**src/hw/gf64_pkg.sv**
```systemverilog
`default_nettype none

package gf64_pkg;

  localparam int word_w = 6;

  // tower word: three GF(4) digits over the normal basis e0, e1, e2
  typedef union packed {
    logic [word_w-1:0] flat;
    struct packed {
      logic [1:0] d2;
      logic [1:0] d1;
      logic [1:0] d0;
    } dig;
  } tower_word_u;

  // GF(4) with w^2 = w + 1, bit 1 is the w coefficient
  function automatic logic [1:0] gf4_sq(input logic [1:0] a);
    return {a[1], a[0] ^ a[1]};
  endfunction

  function automatic logic [1:0] gf4_mul(input logic [1:0] a, input logic [1:0] b);
    logic hi;
    hi = a[1] & b[1];
    return {(a[0] & b[1]) ^ (a[1] & b[0]) ^ hi, (a[0] & b[0]) ^ hi};
  endfunction

  // a^3 * b, where a^3 is 1 for every nonzero digit
  function automatic logic [1:0] gf4_cube_scale(input logic [1:0] a, input logic [1:0] b);
    logic nz;
    nz = a[0] ^ (~a[0] & a[1]);
    return b & {2{nz}};
  endfunction

  function automatic tower_word_u to_tower(input logic [word_w-1:0] p);
    tower_word_u t;
    t.flat[0] = p[0] ^ p[4] ^ p[5];
    t.flat[1] = p[2] ^ p[4];
    t.flat[2] = p[0] ^ p[2] ^ p[3];
    t.flat[3] = p[1] ^ p[2] ^ p[3] ^ p[5];
    t.flat[4] = p[0] ^ p[1] ^ p[2];
    t.flat[5] = p[1] ^ p[4] ^ p[5];
    return t;
  endfunction

  // exact inverse of to_tower, so 1 maps back to 1
  function automatic logic [word_w-1:0] from_tower(input tower_word_u t);
    logic [word_w-1:0] b;
    logic [word_w-1:0] p;
    b = t.flat;
    p[0] = b[0] ^ b[1] ^ b[2] ^ b[3] ^ b[4];
    p[1] = b[1] ^ b[2] ^ b[3] ^ b[4] ^ b[5];
    p[2] = b[0] ^ b[4] ^ b[5];
    p[3] = b[1] ^ b[3] ^ b[5];
    p[4] = b[0] ^ b[1] ^ b[4] ^ b[5];
    p[5] = b[0] ^ b[2] ^ b[3] ^ b[5];
    return p;
  endfunction

endpackage

`default_nettype wire

```
**src/hw/gf64_tower_mul.sv**
```systemverilog
`default_nettype none

module gf64_tower_mul import gf64_pkg::*; (
  input  tower_word_u a,
  input  tower_word_u b,
  output tower_word_u c
);

  logic [1:0] m00, m01, m02;
  logic [1:0] m10, m11, m12;
  logic [1:0] m20, m21, m22;
  logic [1:0] x01, x02, x12;

  // schoolbook digit products
  assign m00 = gf4_mul(a.dig.d0, b.dig.d0);
  assign m01 = gf4_mul(a.dig.d0, b.dig.d1);
  assign m02 = gf4_mul(a.dig.d0, b.dig.d2);
  assign m10 = gf4_mul(a.dig.d1, b.dig.d0);
  assign m11 = gf4_mul(a.dig.d1, b.dig.d1);
  assign m12 = gf4_mul(a.dig.d1, b.dig.d2);
  assign m20 = gf4_mul(a.dig.d2, b.dig.d0);
  assign m21 = gf4_mul(a.dig.d2, b.dig.d1);
  assign m22 = gf4_mul(a.dig.d2, b.dig.d2);

  assign x01 = m01 ^ m10;  // weight of e0*e1
  assign x02 = m02 ^ m20;
  assign x12 = m12 ^ m21;

  // reduction: e0^2 = e2, e1^2 = e0, e2^2 = e1,
  // e0*e1 = e1 + e2, e1*e2 = e2 + e0, e2*e0 = e0 + e1
  assign c.dig.d0 = m11 ^ x12 ^ x02;
  assign c.dig.d1 = m22 ^ x01 ^ x02;
  assign c.dig.d2 = m00 ^ x01 ^ x12;

endmodule

`default_nettype wire

```
**src/hw/power20_core.sv**
```systemverilog
`default_nettype none

module power20_core import gf64_pkg::*; (
  input  tower_word_u a,
  output tower_word_u b
);

  tower_word_u x2, x4, x5, x10;

  // squaring in the normal basis: square each digit, then rotate
  // since e0^2 = e2, e1^2 = e0, e2^2 = e1
  function automatic tower_word_u tower_sq(input tower_word_u x);
    tower_word_u y;
    y.dig.d0 = gf4_sq(x.dig.d1);
    y.dig.d1 = gf4_sq(x.dig.d2);
    y.dig.d2 = gf4_sq(x.dig.d0);
    return y;
  endfunction

  assign x2 = tower_sq(a);
  assign x4 = tower_sq(x2);

  gf64_tower_mul u_mul (
    .a(x4),
    .b(a),
    .c(x5)  // x^5
  );

  assign x10 = tower_sq(x5);
  assign b   = tower_sq(x10);  // x^20, inverse of x^41 since 820 = 1 mod 63

endmodule

`default_nettype wire

```
**src/hw/power41_core.sv**
```systemverilog
`default_nettype none

module power41_core import gf64_pkg::*; (
  input  tower_word_u a,
  output tower_word_u b
);

  logic [1:0] s0, s1, s2;                 // digit squares
  logic [1:0] c10, c20, c01, c21, c02, c12; // cube scaled cross terms
  logic [1:0] p01, p02, p12;
  logic [1:0] q01, q02, q12;
  logic [1:0] t0, t1, t2;

  assign s0 = gf4_sq(a.dig.d0);
  assign s1 = gf4_sq(a.dig.d1);
  assign s2 = gf4_sq(a.dig.d2);

  // cij = di^3 * sj
  assign c10 = gf4_cube_scale(a.dig.d1, s0);
  assign c20 = gf4_cube_scale(a.dig.d2, s0);
  assign c01 = gf4_cube_scale(a.dig.d0, s1);
  assign c21 = gf4_cube_scale(a.dig.d2, s1);
  assign c02 = gf4_cube_scale(a.dig.d0, s2);
  assign c12 = gf4_cube_scale(a.dig.d1, s2);

  assign p01 = gf4_mul(a.dig.d0, a.dig.d1);
  assign p02 = gf4_mul(a.dig.d0, a.dig.d2);
  assign p12 = gf4_mul(a.dig.d1, a.dig.d2);

  // one digit times the product of the other two squares
  assign q12 = gf4_mul(s1, s2);
  assign q02 = gf4_mul(s0, s2);
  assign q01 = gf4_mul(s0, s1);
  assign t0  = gf4_mul(a.dig.d0, q12);
  assign t1  = gf4_mul(a.dig.d1, q02);
  assign t2  = gf4_mul(a.dig.d2, q01);

  // each output digit is a rotation of the same nine term sum
  assign b.dig.d0 = s0 ^ s1
                  ^ c10 ^ c20 ^ c12
                  ^ p01 ^ p02
                  ^ t0 ^ t2;

  assign b.dig.d1 = s1 ^ s2
                  ^ c20 ^ c01 ^ c21
                  ^ p01 ^ p12
                  ^ t0 ^ t1;

  assign b.dig.d2 = s0 ^ s2
                  ^ c01 ^ c02 ^ c12
                  ^ p02 ^ p12
                  ^ t1 ^ t2;

endmodule

`default_nettype wire

```
**src/hw/sbox_lane.sv**
```systemverilog
`default_nettype none

module sbox_lane import gf64_pkg::*; (
  input  tower_word_u       tower_in,
  input  logic              inverse,
  output logic [word_w-1:0] word_out
);

  tower_word_u pow41;
  tower_word_u pow20;
  tower_word_u sel;

  // both powers are evaluated every cycle, the mode picks one
  power41_core u_p41 (
    .a(tower_in),
    .b(pow41)
  );

  power20_core u_p20 (
    .a(tower_in),
    .b(pow20)
  );

  assign sel = inverse ? pow20 : pow41;

  assign word_out = from_tower(sel);  // back to polynomial basis

endmodule

`default_nettype wire

```
**src/hw/sbox_pipe.sv**
```systemverilog
`default_nettype none

module sbox_pipe import gf64_pkg::*; #(
  parameter int LANES = 4
) (
  input  logic                    clk,
  input  logic                    rst,
  input  logic                    in_valid,
  output logic                    in_ready,
  input  logic                    in_inverse,
  input  logic [LANES*word_w-1:0] in_data,
  output logic                    out_valid,
  input  logic                    out_ready,
  output logic [LANES*word_w-1:0] out_data
);

  logic                    s1_valid;
  logic                    s1_inverse;
  logic                    s1_en;
  logic                    s1_load;
  logic                    s2_valid;
  logic                    s2_en;
  logic                    s2_load;
  logic [LANES*word_w-1:0] lane_out;
  logic [LANES*word_w-1:0] s2_data;

  // a stage moves when it is empty or the next one takes its beat
  assign s2_en = !s2_valid || out_ready;
  assign s1_en = !s1_valid || s2_en;

  assign in_ready = s1_en;
  assign s1_load  = in_valid && s1_en;
  assign s2_load  = s1_valid && s2_en;

  always_ff @(posedge clk) begin
    if (rst) begin
      s1_valid <= 1'b0;
      s2_valid <= 1'b0;
    end else begin
      if (s1_en) s1_valid <= in_valid;
      if (s2_en) s2_valid <= s1_valid;
    end
  end

  always_ff @(posedge clk) begin
    if (s1_load) s1_inverse <= in_inverse;
    if (s2_load) s2_data <= lane_out;  // held while out_ready is low
  end

  for (genvar k = 0; k < LANES; k++) begin : g_lane
    tower_word_u s1_word;  // stage 1 keeps the tower form

    always_ff @(posedge clk) begin
      if (s1_load) begin
        s1_word <= to_tower(in_data[k*word_w +: word_w]);
      end
    end

    sbox_lane u_lane (
      .tower_in(s1_word),
      .inverse (s1_inverse),
      .word_out(lane_out[k*word_w +: word_w])
    );
  end

  assign out_valid = s2_valid;
  assign out_data  = s2_data;

endmodule

`default_nettype wire

```
**src/hw/sbox_top.sv**
```systemverilog
`default_nettype none

module sbox_top import gf64_pkg::*; #(
  parameter int LANES = 4
) (
  input  logic                    clk,
  input  logic                    rst,
  input  logic                    in_valid,
  output logic                    in_ready,
  input  logic                    in_inverse,
  input  logic [LANES*word_w-1:0] in_data,  // lane k at bits 6k upward
  output logic                    out_valid,
  input  logic                    out_ready,
  output logic [LANES*word_w-1:0] out_data
);

  sbox_pipe #(
    .LANES(LANES)
  ) u_pipe (
    .clk       (clk),
    .rst       (rst),
    .in_valid  (in_valid),
    .in_ready  (in_ready),
    .in_inverse(in_inverse),
    .in_data   (in_data),
    .out_valid (out_valid),
    .out_ready (out_ready),
    .out_data  (out_data)
  );

endmodule

`default_nettype wire

```
**config.mk**
```make
export PLATFORM = sky130hd
export DESIGN_NAME = sbox_top
export DESIGN_NICKNAME = d
export VERILOG_FILES = /design/src/hw/gf64_pkg.sv /design/src/hw/gf64_tower_mul.sv /design/src/hw/power20_core.sv /design/src/hw/power41_core.sv /design/src/hw/sbox_lane.sv /design/src/hw/sbox_pipe.sv /design/src/hw/sbox_top.sv
export SDC_FILE = /design/constraint.sdc
export NUM_CORES = 1
export LEC_CHECK = 0
export BUFFER_PORTS_ARGS = -buffer_cell sky130_fd_sc_hd__buf_2
export CAP_MARGIN = 0
export CORE_MARGIN = 2
export CORE_UTILIZATION = 40
export CTS_BUF_LIST = sky130_fd_sc_hd__clkbuf_8
export DETAILED_ROUTE_END_ITERATION = 10
export GPL_TIMING_DRIVEN = 0
export SLEW_MARGIN = 15
export SYNTH_ARGS = -nofsm -noshare
export SYNTH_HDL_FRONTEND = slang
export SYNTH_HIERARCHICAL = 1
export SYNTH_SLANG_ARGS = --single-unit
```
**constraint.sdc**
```tcl
create_clock -name clk -period 4.7 [get_ports clk]
set_clock_uncertainty 0.05 [all_clocks]
set_input_delay 0.705 -clock clk [delete_from_list [all_inputs] [get_ports clk]]
set_output_delay 0.705 -clock clk [all_outputs]
set_load 0.005 [all_outputs]
```
Yosys cells after proc, flatten, opt, wreduce, memory -nomap -nowiden

Cells that the tools add are included.

Output and inout port bits: 26
Bits in registers: 51
Input port bits: 29
Word-level logic and storage cells: 806

Bitwise logic cells: 788
Muxes and demuxes: 4
Reduce and logical (&&, ||, !) cells: 6

Operators by type and width:

| kind                | count |
|---|---|
| $xor A1 B1 Y1       | 392 |
| $xor A2 B2 Y2       | 132 |
| $and A1 B1 Y1       | 228 |
| $and A2 B2 Y2       | 24 |
| $mux W6             | 4 |
| $not A1 Y1          | 12 |
| $logic_and A1 B1 Y1 | 2 |
| $logic_not A1 Y1    | 2 |
| $logic_or A1 B1 Y1  | 2 |

Logic depth before layout (Yosys ltp)

Depth after elaboration: 16
Gate-level depth with buffers: 14
Mapped depth without buffers: 13

Modules after synthesis

The synthesis kept the hierarchy.

Modules (own cells, without submodules):

| module         | instances | sequential area each (um2) | area an instance (um2) | cells an instance |
|---|---|---|---|---|
| power41_core   | 4         | 0.0                        | 865.8                  | 114 |
| gf64_tower_mul | 4         | 0.0                        | 691.9                  | 95 |
| sbox_pipe      | 1         | 1511.4                     | 1920.6                 | 99 |
| sbox_lane      | 4         | 0.0                        | 297.8                  | 27 |
| power20_core   | 4         | 0.0                        | 22.5                   | 6 |

Worst setup path after synthesis

Ideal clock, no wire load.

Path kind: register to register
Start point: register u_pipe/g_lane[2].s1_word[3] (netlist name)
End point: register u_pipe.s2_data[13], in the netlist u_pipe/out_data[13], data pin
Library setup time: 148 ps
Cell stages (with the launch flop): 15
Buffers on the path: 2
Data arrival time: 3369 ps
Data required time: 4502 ps
Setup slack: 1133 ps
Period minus slack after synthesis: 3567 ps
Cells stage by stage: edfxtp_1 > buf_2 > inv_1 > ha_1 > buf_6 > nand2_1 > xnor3_2 > o21ai_2 > xnor2_1 > a22oi_2 > xnor2_1 > xnor3_1 > xnor2_1 > xnor3_1 > mux2i_1

RTL lines:

| what                     | RTL line        | source |
|---|---|---|
| start: declaration       | sbox_pipe.sv:51 | `tower_word_u s1_word;` |
| start signal: assignment | sbox_pipe.sv:55 | `s1_word <= to_tower(in_data[k*word_w +: word_w]);` |
| end signal: assignment   | sbox_pipe.sv:47 | `if (s2_load) s2_data <= lane_out;` |
| end: declaration         | sbox_pipe.sv:25 | `logic [LANES*word_w-1:0] s2_data;` |

==> out/metrics.yaml <==
outcome:
  outcome: "completed"
worst_setup_path:
  cp_data_arrival_time_ns: 4.21
  reg2reg_from: "u_pipe/g_lane[1].s1_word[3]$_DFFE_PP_"
  critPathMaxFanout: 10
  crit_required_ns: 4.82
  critPathKind: "flop to flop"
  startpoint_type: "flop"
  endpoint_kind: "flop"
  critPathLaunch: "u_pipe/g_lane[1].s1_word[3]$_DFFE_PP_"
die:
  die-area_mm2: 0.0248
  fp.dieW_um: 158
  die_y_um: 158
  start_util: 0.404
  ios: 55
  rows: 56
  core_mm2: 0.0233
synthesis:
  ys_ff_latch: 51
  synth_nets: 1128
  synth.distinct_cells: 40
  synth_area_leaders: "xnor2_1 25%, edfxtp_1 16%, xor2_1 12%"
  synth_top_cell_area_share: 0.250
  avgSynthCellArea_um2: 8.84
  yosysTopAreaCell: "xnor2_1"
  synth_warnings: 6
  synthFlopType: "edfxtp_1"
  synth_mux_area_frac: 0.0663
  synthCells: 1067
  synth_commonest_cells: "269 x xnor2_1, 176 x nand2_1, 129 x xor2_1"
  synth_top_family_by_area: "XOR/XNOR gates"
  synth_area_mm2: 0.00943
  synthXorXnorAreaFrac: 0.457
  synthArstFlopShare: 0
  seq_area_frac_synth: 0.160
  synth-adder-area-share: 0.0424
  synth-compound-area-share: 0.0706
  synth-simple-area-share: 0.136
  synth_edf_count: 49
  synth.most_common_cell: "xnor2_1"
detailed_routing:
  detail-route-antenna-nets: 0
  drtPass1Iterations: 4
  wl_per_cell_um: 12.9
  drt_iter0_drc: 280
  viasPerCell: 4.70
  via_count: 6809
  remaining_drc_errors: 0
  totalWireLength_um: 18700
clocking:
  clockRootBuffer: "clkbuf_8"
  cts_max_level: 2
  clkTransAtPathRegs_ns: 0.10
  ctsResizeCount: 0
  clock_latency_ns: 0.33
  cts_tree: "yes"
  cts_hold_buffers: 0
  post_cts_buffers: 0
  cts_buffer_depth: 2
  cts.sinks: 51
  numCtsBuffers: 5
timing:
  slew_headroom: 0.534
  tns_ns: 0
  fmax_ghz: 0.245
  setup_viol: 0
  tightest_slew_ns: 0.699
  hold_viol: 0
  min_period_ns: 4.08
  period_share: 0.869
  grt_setup_unrepaired: "no"
  slew_violations: 0
hold_path:
  hp-class: "flop to flop"
  min-delay-start: "u_pipe/s1_valid$_SDFFE_PP0P_"
place:
  portBuffers: 54
  gp_congestion: 0.790
  post_dp_cell_area_mm2: 0.0101
  hpwlAfterDp_um: 15000
pwr:
  ir_drop_mv: 0.514
  powerDensity_mw_per_mm2: 870
  power_uw: 8890
  p_leak_uw: 0.00422
final_layout:
  fill_cells: 2274
  layout-drive-gt1-share: 0.165
  area_growth_pct: 8.32
  final_nets: 1189
  design_area_mm2: 0.0102
  antennaDiodeCount: 0
global_routing:
  grt_pass1_vias: 6611
  grt_pass1_wl_um: 32100
  antenna_found_initial: 0
  track_usage: 0.158
  grt_max_degree: 26
  overflow: 0
run:
  cap_violations: 0
==> worst paths after layout <==
check / to / slack [ns] / cells past startpoint
worst max register to register: u_pipe/out_data[7]$_DFFE_PP_ / 0.62 / 14
worst min register to register: u_pipe/out_valid$_SDFFE_PP0P_ / 0.41 / 2
worst min-delay path: u_pipe/out_valid$_SDFFE_PP0P_ / 0.41 / 2
worst max-delay path: u_pipe/out_data[7]$_DFFE_PP_ / 0.62 / 14
==> flip-flops by register name, indices dropped and copies added, names as in the netlist <==
register and flops:
u_pipe/s1_valid 1, u_pipe/out_valid 1, u_pipe/out_data 24, u_pipe/g_lane.s1_word 24
u_pipe/s1_inverse 1
==> cells in the final DEF, fill, tap and decap left out, types with 5 or more instances in the layout <==
master / instances
a21oi_1: 6
a221oi_2: 12
a22o_1: 8
a22oi_1: 8
buf_2: 106
buf_4: 8
buf_6: 8
clkbuf_1: 28
clkbuf_8: 5
edfxtp_1: 49
ha_1: 32
inv_1: 30
mux2_1: 8
mux2_2: 12
mux2_4: 8
mux2i_1: 28
nand2_1: 176
nand2b_1: 17
nand3b_1: 5
nor2_1: 44
nor2b_1: 20
nor3b_1: 8
o21ai_0: 24
xnor2_1: 269
xnor3_1: 24
xor2_1: 129
==> cell families (layout without fill, tap and decap cells) <==
group	after synthesis	in the layout
AND/OR/NAND/NOR	284	284
AO/OA/AOI/OAI	82	82
multiplexers	56	56
buffers and inverters	126	188
adder cells (fa/ha/maj)	32	32
flip-flops	51	51
XOR/XNOR	436	436
==> final cells by class <==
type	instances	area, µm²	share of cell area
tap	319	399	0.0391
inverter	30	113	0.0110
timing repair buffer	54	270	0.0265
buffer	96	515	0.0505
multi-input combinational	890	7300	0.714
sequential	51	1510	0.148
clock buffer	5	68.8	0.00674
clock inverter	3	43.8	0.00429
==> through the flow <==
stage	util	hold slack [ns]	setup WS (ns)	instances
after floorplan	-	0.378	1.13	1067
after global placement	0.433	0.390	0.631	1440
after detailed placement	0.433	0.399	0.641	1440
after CTS	0.438	0.410	0.599	1448
after global routing	0.438	0.445	0.335	1448
final	0.438	0.406	0.616	1448
==> layer usage <==
layer	share of wire	GRT usage	up-vias
li1	-	-	3567
met1	0.49	0.217	3132
met2	0.48	0.271	99
met3	0.031	0.0209	11
met4	0.0072	0.0242	0
met5	0	0	-
==> critical path: stages (launching register included) <==
cell and delay, ns:
edfxtp_1 0.45, buf_2 0.27, inv_1 0.12, ha_1 0.32, buf_6 0.14, nand2_1 0.07, xnor3_2 0.40, o21ai_2 0.14
xnor2_1 0.16, a22oi_2 0.08, xnor2_1 0.29, xnor3_1 0.51, xnor2_1 0.38, xnor3_1 0.39, mux2i_1 0.15
==> report_power, final <==
part / internal, µW / switching (µW) / total, µW
Sequential: 1020 / 80.2 / 1100
Clock: 159 / 162 / 321
Combinational: 4170 / 3300 / 7460
Total: 5350 / 3540 / 8890
(Power assumes the default switching activity.)
